==> src/source/mmio_wide_pkg.sv <==
// MMIO wide timer package with the bus request type, register map and control bits
`default_nettype none

package mmio_wide_pkg;

	// ************************************************************
	// Bus geometry
	// ************************************************************

	// Data word of the MMIO bus, fixed by the interconnect
	localparam int MMIO_DW = 32;
	// Register offset width, enough for four word registers
	localparam int MMIO_AW = 4;

	// One bus request per cycle
	// Plain strobes, no handshake and no byte enables
	typedef struct packed {
		logic [MMIO_AW-1:0] addr;
		logic               re;
		logic               we;
		logic [MMIO_DW-1:0] wdata;
	} mmio_req_t;

	// ************************************************************
	// Register map
	// ************************************************************

	// Control register, read/write
	localparam logic [MMIO_AW-1:0] REG_CTRL  = 4'h0;
	// Timer value, read port, low word first
	localparam logic [MMIO_AW-1:0] REG_COUNT = 4'h4;
	// Timer load value, write port, low word first
	localparam logic [MMIO_AW-1:0] REG_LOAD  = 4'h8;

	// ************************************************************
	// Control register bits
	// ************************************************************

	// Stored run enable
	localparam int CTRL_RUN   = 0;
	// Self-clearing, restarts both word sequencers
	localparam int CTRL_CLEAR = 1;

endpackage : mmio_wide_pkg

`default_nettype wire
==> src/source/mmio_wide_timer_top.sv <==
// Memory-mapped wide cycle timer behind a 32-bit MMIO bus
`timescale 1ns/10ps
`default_nettype none

module mmio_wide_timer_top #(
	parameter int BW_WIDE = 64
) (
	input  logic                              clk,
	input  logic                              rst_n,
	input  mmio_wide_pkg::mmio_req_t          req,
	output logic [mmio_wide_pkg::MMIO_DW-1:0] rdata
);

	import mmio_wide_pkg::*;

	// Decoder strobes and control
	logic               count_re;
	logic               load_we;
	logic [MMIO_DW-1:0] wdata;
	logic               run;
	logic               seq_clear;

	// Read path
	logic [MMIO_DW-1:0] word_rdata;
	logic               snapshot_take;
	logic [BW_WIDE-1:0] count_view;

	// Write path
	logic [BW_WIDE-1:0] wide_load_value;
	logic               load_strobe;

	mmio_reg_decoder u_decoder (
		.clk       (clk),
		.rst_n     (rst_n),
		.req       (req),
		.word_rdata(word_rdata),
		.rdata     (rdata),
		.count_re  (count_re),
		.load_we   (load_we),
		.wdata     (wdata),
		.run       (run),
		.seq_clear (seq_clear)
	);

	mmio_wide_read #(.BW_WIDE(BW_WIDE)) u_wide_read (
		.clk          (clk),
		.rst_n        (rst_n),
		.clear        (seq_clear),
		.re           (count_re),
		.wide_data_in (count_view),
		.rdata        (word_rdata),
		.snapshot_take(snapshot_take)
	);

	mmio_wide_write #(.BW_WIDE(BW_WIDE)) u_wide_write (
		.clk          (clk),
		.rst_n        (rst_n),
		.clear        (seq_clear),
		.we           (load_we),
		.wdata        (wdata),
		.wide_data_out(wide_load_value),
		.load_strobe  (load_strobe)
	);

	wide_timer #(.BW_WIDE(BW_WIDE)) u_timer (
		.clk          (clk),
		.rst_n        (rst_n),
		.run          (run),
		.load_strobe  (load_strobe),
		.load_value   (wide_load_value),
		.snapshot_take(snapshot_take),
		.count_view   (count_view)
	);

endmodule : mmio_wide_timer_top

`default_nettype wire

==> src/source/mmio_reg_decoder.sv <==
// MMIO register decoder holding the control register and selecting the read data
`timescale 1ns/10ps
`default_nettype none

module mmio_reg_decoder (
	input  logic                              clk,
	input  logic                              rst_n,
	input  mmio_wide_pkg::mmio_req_t          req,
	input  logic [mmio_wide_pkg::MMIO_DW-1:0] word_rdata,
	output logic [mmio_wide_pkg::MMIO_DW-1:0] rdata,
	output logic                              count_re,
	output logic                              load_we,
	output logic [mmio_wide_pkg::MMIO_DW-1:0] wdata,
	output logic                              run,
	output logic                              seq_clear
);

	import mmio_wide_pkg::*;

	// Address hits
	logic               hit_ctrl;
	logic               hit_count;
	logic               hit_load;
	// Control register as seen on the bus
	logic [MMIO_DW-1:0] ctrl_rdata;

	// ************************************************************
	// Address decode
	// ************************************************************

	assign hit_ctrl  = (req.addr == REG_CTRL);
	assign hit_count = (req.addr == REG_COUNT);
	assign hit_load  = (req.addr == REG_LOAD);

	// Strobes to the serial ports
	assign count_re = req.re & hit_count;
	assign load_we  = req.we & hit_load;
	assign wdata    = req.wdata;

	// ************************************************************
	// Control register
	// ************************************************************

	// RUN is stored, CLEAR becomes a one-cycle pulse
	always_ff @(posedge clk) begin
		if (!rst_n) begin
			run       <= 1'b0;
			seq_clear <= 1'b0;
		end else if (req.we && hit_ctrl) begin
			run       <= req.wdata[CTRL_RUN];
			seq_clear <= req.wdata[CTRL_CLEAR];
		end else begin
			seq_clear <= 1'b0;
		end
	end

	// CLEAR always reads back as 0
	always_comb begin
		ctrl_rdata           = '0;
		ctrl_rdata[CTRL_RUN] = run;
	end

	// ************************************************************
	// Read data select
	// ************************************************************

	// Combinational in the read cycle, 0 for unmapped offsets
	always_comb begin
		rdata = '0;
		if (req.re) begin
			if (hit_ctrl) begin
				rdata = ctrl_rdata;
			end else if (hit_count) begin
				rdata = word_rdata;
			end
		end
	end

	// One bus operation per cycle
	a_no_rw_overlap : assert property (
		@(posedge clk) disable iff (!rst_n)
		!(req.re && req.we)
	) else $error("mmio request with both re and we set");

endmodule : mmio_reg_decoder

`default_nettype wire

==> src/source/wide_timer.sv <==
// Wide run/stop cycle counter with parallel load and a coherent read snapshot
`timescale 1ns/10ps
`default_nettype none

module wide_timer #(
	parameter int BW_WIDE = 64
) (
	input  logic               clk,
	input  logic               rst_n,
	input  logic               run,
	input  logic               load_strobe,
	input  logic [BW_WIDE-1:0] load_value,
	input  logic               snapshot_take,
	output logic [BW_WIDE-1:0] count_view
);

	// Live count
	logic [BW_WIDE-1:0] count;
	// Value frozen at the first word of a read sequence
	logic [BW_WIDE-1:0] snapshot;

	// ************************************************************
	// Counter
	// ************************************************************

	// Load has priority over increment
	always_ff @(posedge clk) begin
		if (!rst_n) begin
			count <= '0;
		end else if (load_strobe) begin
			count <= load_value;
		end else if (run) begin
			count <= count + BW_WIDE'(1);
		end
	end

	// ************************************************************
	// Read snapshot
	// ************************************************************

	// Whole count taken in one edge so later words cannot tear
	always_ff @(posedge clk) begin
		if (!rst_n) begin
			snapshot <= '0;
		end else if (snapshot_take) begin
			snapshot <= count;
		end
	end

	// Word 0 comes straight from the live count
	// the rest from the frozen copy
	always_comb begin
		if (snapshot_take) begin
			count_view = count;
		end else begin
			count_view = snapshot;
		end
	end

	// A stopped timer without a load holds its value
	a_count_hold : assert property (
		@(posedge clk) disable iff (!rst_n)
		(!run && !load_strobe) |=> $stable(count)
	) else $error("wide_timer count moved while stopped");

endmodule : wide_timer

`default_nettype wire

==> src/source/mmio_wide_write.sv <==
// Gathers successive 32-bit MMIO writes into a wide word and strobes it when complete
`timescale 1ns/10ps
`default_nettype none

module mmio_wide_write #(
	parameter int BW_WIDE = 64
) (
	input  logic                              clk,
	input  logic                              rst_n,
	input  logic                              clear,
	input  logic                              we,
	input  logic [mmio_wide_pkg::MMIO_DW-1:0] wdata,
	output logic [BW_WIDE-1:0]                wide_data_out,
	output logic                              load_strobe
);

	import mmio_wide_pkg::*;

	localparam int NUM_WORDS = (BW_WIDE + MMIO_DW - 1) / MMIO_DW;
	localparam int PAD_WIDTH = NUM_WORDS * MMIO_DW;

	// Word position of the next write
	logic [NUM_WORDS-1:0] word_sel;
	logic                 at_last;

	// Gathered words, payload only
	logic [PAD_WIDTH-1:0] gather;
	// Gathered words with the word being written merged in
	logic [PAD_WIDTH-1:0] merged;

	// ************************************************************
	// Word sequencer
	// ************************************************************

	onehot_counter #(
		.COUNT_LENGTH(NUM_WORDS)
	) u_write_cnt (
		.clk     (clk),
		.rst_n   (rst_n),
		.init    (clear),
		.count   (we),
		.value   (word_sel),
		.is_first(),
		.is_last (at_last)
	);

	// Capture each written word into its own slot
	always_ff @(posedge clk) begin
		for (int i = 0; i < NUM_WORDS; i++) begin
			if (we && word_sel[i]) begin
				gather[i*MMIO_DW +: MMIO_DW] <= wdata;
			end
		end
	end

	// Bypass the current write so the load sees the last word this cycle
	always_comb begin
		for (int i = 0; i < NUM_WORDS; i++) begin
			merged[i*MMIO_DW +: MMIO_DW] = (we && word_sel[i]) ? wdata :
				gather[i*MMIO_DW +: MMIO_DW];
		end
	end

	// Drop the pad bits of a partial top word
	assign wide_data_out = merged[BW_WIDE-1:0];

	// Sequence is complete on the write of the last word
	assign load_strobe = we & at_last;

endmodule : mmio_wide_write

`default_nettype wire

==> src/source/mmio_wide_read.sv <==
// Serializes a wide value into successive 32-bit MMIO reads, low word first
`timescale 1ns/10ps
`default_nettype none

module mmio_wide_read #(
	parameter int BW_WIDE = 64
) (
	input  logic                              clk,
	input  logic                              rst_n,
	input  logic                              clear,
	input  logic                              re,
	input  logic [BW_WIDE-1:0]                wide_data_in,
	output logic [mmio_wide_pkg::MMIO_DW-1:0] rdata,
	output logic                              snapshot_take
);

	import mmio_wide_pkg::*;

	// Bus words needed to cover the wide value
	localparam int NUM_WORDS = (BW_WIDE + MMIO_DW - 1) / MMIO_DW;

	// Current word position, one-hot
	logic [NUM_WORDS-1:0] word_sel;
	// Sequencer sits on word 0
	logic                 at_first;

	// ************************************************************
	// Word sequencer
	// ************************************************************

	// Each read advances one word, wraps after the last one
	onehot_counter #(
		.COUNT_LENGTH(NUM_WORDS)
	) u_read_cnt (
		.clk     (clk),
		.rst_n   (rst_n),
		.init    (clear),
		.count   (re),
		.value   (word_sel),
		.is_first(at_first),
		.is_last ()
	);

	// Word select into the bus data
	onehot_mux #(
		.NUM_WORDS(NUM_WORDS),
		.BW_WIDE  (BW_WIDE)
	) u_read_mux (
		.data_in (wide_data_in),
		.select  (word_sel),
		.data_out(rdata)
	);

	// First word of a sequence freezes the whole value in the timer
	assign snapshot_take = re & at_first;

endmodule : mmio_wide_read

`default_nettype wire

==> src/source/onehot_mux.sv <==
// One-hot select multiplexer picking one bus word out of a wide value
`timescale 1ns/10ps
`default_nettype none

module onehot_mux #(
	parameter int NUM_WORDS = 2,
	parameter int BW_WIDE   = 64
) (
	input  logic [BW_WIDE-1:0]                data_in,
	input  logic [NUM_WORDS-1:0]              select,
	output logic [mmio_wide_pkg::MMIO_DW-1:0] data_out
);

	import mmio_wide_pkg::*;

	// Wide value rounded up to whole bus words
	localparam int PAD_WIDTH = NUM_WORDS * MMIO_DW;

	logic [PAD_WIDTH-1:0] padded;

	// Zero-pad the top word when the width is not a word multiple
	always_comb begin
		padded = '0;
		padded[BW_WIDE-1:0] = data_in;
	end

	// AND-OR tree, each word gated by its select bit
	// With a one-hot select only one word survives
	always_comb begin
		data_out = '0;
		for (int i = 0; i < NUM_WORDS; i++) begin
			data_out = data_out | (padded[i*MMIO_DW +: MMIO_DW] & {MMIO_DW{select[i]}});
		end
	end

endmodule : onehot_mux

`default_nettype wire

==> src/source/onehot_counter.sv <==
// Circular one-hot word counter with init and first/last word flags
`timescale 1ns/10ps
`default_nettype none

module onehot_counter #(
	parameter int COUNT_LENGTH = 2
) (
	input  logic                    clk,
	input  logic                    rst_n,
	input  logic                    init,
	input  logic                    count,
	output logic [COUNT_LENGTH-1:0] value,
	output logic                    is_first,
	output logic                    is_last
);

	// Next position of the ring, one step up with wrap to bit 0
	logic [COUNT_LENGTH-1:0] value_next;

	// Rotate left by one
	// Modulo index keeps a single-word ring legal too
	always_comb begin
		for (int i = 0; i < COUNT_LENGTH; i++) begin
			value_next[i] = value[(i + COUNT_LENGTH - 1) % COUNT_LENGTH];
		end
	end

	// ************************************************************
	// Ring register
	// ************************************************************

	// Init beats count, both land on word 0
	always_ff @(posedge clk) begin
		if (!rst_n) begin
			value <= COUNT_LENGTH'(1);
		end else if (init) begin
			value <= COUNT_LENGTH'(1);
		end else if (count) begin
			value <= value_next;
		end
	end

	// Position flags for the word sequencers
	assign is_first = value[0];
	assign is_last  = value[COUNT_LENGTH-1];

	// The ring must never lose or duplicate its token across rotations
	a_value_onehot : assert property (
		@(posedge clk) disable iff (!rst_n)
		$onehot(value)
	) else $error("onehot_counter value is not one-hot: %b", value);

endmodule : onehot_counter

`default_nettype wire

==> config.mk <==
export PLATFORM = sky130hd
export DESIGN_NAME = mmio_wide_timer_top
export DESIGN_NICKNAME = d
export VERILOG_FILES = /design/src/source/mmio_wide_pkg.sv /design/src/source/mmio_wide_timer_top.sv /design/src/source/mmio_reg_decoder.sv /design/src/source/wide_timer.sv /design/src/source/mmio_wide_write.sv /design/src/source/mmio_wide_read.sv /design/src/source/onehot_mux.sv /design/src/source/onehot_counter.sv
export SDC_FILE = /design/constraint.sdc
export NUM_CORES = 1
export LEC_CHECK = 0
export BUFFER_PORTS_ARGS = -buffer_cell sky130_fd_sc_hd__buf_2
export CAP_MARGIN = 25
export CORE_AREA = 2 2 117 119
export DETAILED_ROUTE_END_ITERATION = 10
export DIE_AREA = 0 0 119 121
export PLACE_DENSITY = 0.82
export SLEW_MARGIN = 20
export SYNTH_ARGS = -nofsm -noshare
export SYNTH_HDL_FRONTEND = slang
export SYNTH_SLANG_ARGS = --single-unit
==> constraint.sdc <==
create_clock -name clk -period 2 [get_ports clk]
set_clock_uncertainty 0.05 [all_clocks]
set_input_delay 0 -clock clk [delete_from_list [all_inputs] [get_ports clk]]
set_output_delay 0 -clock clk [all_outputs]
set_load 0.005 [all_outputs]
==> results.py <==
metrics = {
    "layout": {
        "nets": 1037,
        "fillers": 977,
        "layout-drive-gt1-share_pct": 29.5,
        "n_antenna_cell": 0,
        "post-route-cell-area_sq_um": 9030,
        "mostFrequentLayoutCells": "nand2_1 (123), dfxtp_1 (123), buf_4 (109), a21oi_1 (85), o21ai_0 (84)",
        "synthToLayoutAreaGrowth_pct": 38.6,
    },
    "route": {
        "drc": 0,
        "drt-pass1-iter-count": 5,
        "ant_nets": 0,
        "drt_iter0_drc": 737,
        "drt-total-wl_um": 21300,
        "via_per_inst": 6.04,
        "routedWlPerCell_um": 18.0,
        "vias": 7150,
    },
    "global_route": {
        "grt_pass1_vias": 6520,
        "grt_max_degree": 92,
        "grt_antenna_before_repair": 0,
        "grt_use_total_pct": 28.3,
        "grt_pass1_wl_um": 32200,
        "overflow": 0,
    },
    "sta": {
        "period_minus_slack_ps": 2160,
        "final-setup-viol-count": 16,
        "fmax_ghz": 0.463,
        "fin_ws_ps": -159,
        "fin_crit_sh_pct": 108,
        "fin_hold_ws_ps": 42.4,
        "rsz0062_at_grt": "true",
        "timing.slew.headroom_pct": 63.4,
        "finalHoldViolCount": 0,
        "slew_violations": 0,
        "tns_ps": -919,
        "max_slew.worst_pin.slew_ps": 548,
    },
    "die": {
        "coreArea_sq_um": 13100,
        "die-area_sq_um": 14400,
        "initial_core_util_pct": 49.8,
        "dieHeight_um": 121,
        "die_width_um": 119,
        "pin_count": 72,
        "core.rowCount": 42,
    },
    "logic_synthesis": {
        "yosysWarnings": 0,
        "syn-cell-area_sq_um": 6510,
        "yosysSeqAreaShare_pct": 41.2,
        "synth-seq-cells": 134,
        "syn_avg_cell_area_sq_um": 8.01,
        "synth_cell_types": 42,
        "netlist_instances": 813,
        "synth_fp_nets": 854,
    },
    "min_path": {
        "hold_depth": 3,
        "hold_path.class": "in -> reg",
    },
    "clock_network": {
        "h-tree-depth": 4,
        "cts_sinks": 134,
        "path_clk_slew_ps": 60,
        "cts_root_buf": "clkbuf_16",
        "insertion_delay_ps": 430,
        "clk_path_buf_depth": 2,
        "tritoncts": "yes",
        "cts_buffers": 17,
    },
    "power": {
        "p_comb_share_pct": 6.2,
        "netSwitchingFraction_pct": 20.5,
        "total_power_w": 0.00671,
        "power.switching_w": 0.00138,
        "p_seq_share_pct": 42.9,
        "power_density_nw_per_um2": 744,
        "p_leak_nw": 3.45,
        "vdd_drop_max_v": 0.000802,
        "clockPowerShare_pct": 50.9,
        "power.internal_w": 0.00533,
    },
    "worst_setup_path": {
        "r2r_setup_slack_ps": -160,
        "cp-end-kind": "register",
        "path_class": "reg -> reg",
        "reg2regPathDepth": 7,
        "crit_fanout": 5,
        "start_kind": "register",
        "crit_required_ps": 2300,
        "worstPathArrival_ps": 2450,
    },
    "job": {
        "drv_cap": 0,
    },
    "placed_design": {
        "globalplace.congestion": 0.905,
        "dpl.hpwl_um": 13600,
        "port_buffers": 71,
        "placed_area_sq_um": 7690,
    },
    "run_status": {
        "violations": "setup timing",
        "status": "finished with violations",
    },
}
routing by layer:
layer	routed length [um]	global-route usage (%)	up-vias
met5	0	0	-
met4	1050	14.4	0
met3	1730	6.81	100
met2	10100	46.7	403
met1	8440	34.6	3346
li1	-	-	3301
kinds of logic (layout without fill, tap and decap cells):
group                    count (synthesis)  in the layout  share of synthesized area (%)
AO/OA/AOI/OAI                          225            225                           19.1
XOR/XNOR                                39             39                           5.24
adder cells (fa/ha/maj)                  1              1                          0.192
buffers and inverters                   75            270                           4.55
flip-flops                             134            134                           41.2
multiplexers                            34             34                           5.84
AND/OR/NAND/NOR                        305            305                           23.9
registers in the layout, indices dropped and copies added, names as in the netlist:
register,flops
u_wide_read.u_read_cnt.value,2
u_decoder.run,1
u_decoder.seq_clear,1
u_timer.count,64
u_wide_write.u_write_cnt.value,2
u_wide_write.gather,32
u_timer.snapshot,32
path summary, 6_finish.rpt:
path,to,start
hold / removal,u_timer.snapshot[61]$_SDFF_PN0_,rst_n
setup reg to reg,u_timer.count[45]$_SDFFE_PN0P_,u_timer.count[8]$_SDFFE_PN0P_
hold reg to reg,u_timer.snapshot[49]$_SDFF_PN0_,u_timer.snapshot[49]$_SDFF_PN0_
setup / recovery,u_timer.count[45]$_SDFFE_PN0P_,u_timer.count[8]$_SDFFE_PN0P_
cell type report:
class	count	area (sq um)	share of cell area [%]
clock buffers	24	512	5.67
clock inverters	7	140	1.55
inverters	10	37.5	0.416
multi-input cells	604	3670	40.7
flip-flops and latches	134	2700	29.9
well taps	176	220	2.44
repair buffers	229	1750	19.4
cell usage after synthesis:
cell / n / share of area [%]
nor2_1: 39 / 2.2
a31oi_1: 21 / 2.0
nor4_1: 7 / 0.67
nor3b_2: 1 / 0.19
clkbuf_1: 55 / 3.2
dfxtp_1: 134 / 41
and4b_1: 2 / 0.31
xor2_1: 27 / 3.6
clkbuf_2: 1 / 0.077
ha_1: 1 / 0.19
o21ai_0: 84 / 6.5
nand3_1: 29 / 2.2
mux2i_1: 2 / 0.31
and3_1: 11 / 1.1
nor4_2: 1 / 0.19
o31ai_1: 9 / 1.0
and4_1: 11 / 1.5
xnor2_1: 12 / 1.6
nand4_4: 1 / 0.33
nand4_2: 1 / 0.19
mux2_2: 32 / 5.5
inv_2: 1 / 0.058
nand4_1: 32 / 3.1
nor4b_1: 1 / 0.13
nor2b_1: 1 / 0.096
a31o_2: 1 / 0.13
buf_6: 1 / 0.17
and2_1: 5 / 0.48
nor3_1: 10 / 0.77
nand2_1: 124 / 7.1
a21oi_1: 85 / 6.5
buf_1: 3 / 0.17
a211oi_1: 24 / 2.8
nor4_4: 1 / 0.33
a211o_1: 1 / 0.13
nand2b_1: 1 / 0.096
or2_2: 1 / 0.096
buf_2: 5 / 0.38
inv_1: 9 / 0.52
or3_1: 13 / 1.2
nand3_2: 1 / 0.15
or4_1: 12 / 1.4
per-stage QoR:
stage | utilization (%) | setup slack [ps] | std cells
floorplan | - | 2.01 | 813
global placement | 58.7 | -22.0 | 1094
detailed placement | 58.7 | -79.9 | 1094
CTS | 67.1 | -10.8 | 1166
global route | 69.0 | -220 | 1184
finish | 69.0 | -159 | 1184
what timing repair did:
| item | 4_1_cts | 5_1_grt |
|---|---|---|
| resized for setup | 14 | 26 |
| endpoints found under the hold margin | 74 | 0 |
| pin swaps | 9 | 27 |
| setup buffers | 3 | 18 |
| endpoints found under the setup margin | 17 | 27 |
| hold buffers | 38 | 0 |
power by group through the flow:
stage,clock [W],combinational [W],sequential [W]
5_1_grt,0.00355,0.000449,0.00289
2_1_floorplan,0,0.000234,0.00292
3_3_place_gp,0,0.000338,0.00292
4_1_cts,0.00343,0.000411,0.00288
6_report,0.00342,0.000418,0.00288
3_5_place_dp,0,0.000352,0.00293
worst max-delay path, stage by stage, from the launching register on:
cell and delay, ps:
dfxtp_4 360, nand4_1 190, nor4_4 420, buf_4 180
buf_6 100, nand4_1 210, or3_1 390, a31oi_1 180
(Power assumes the default switching activity.)
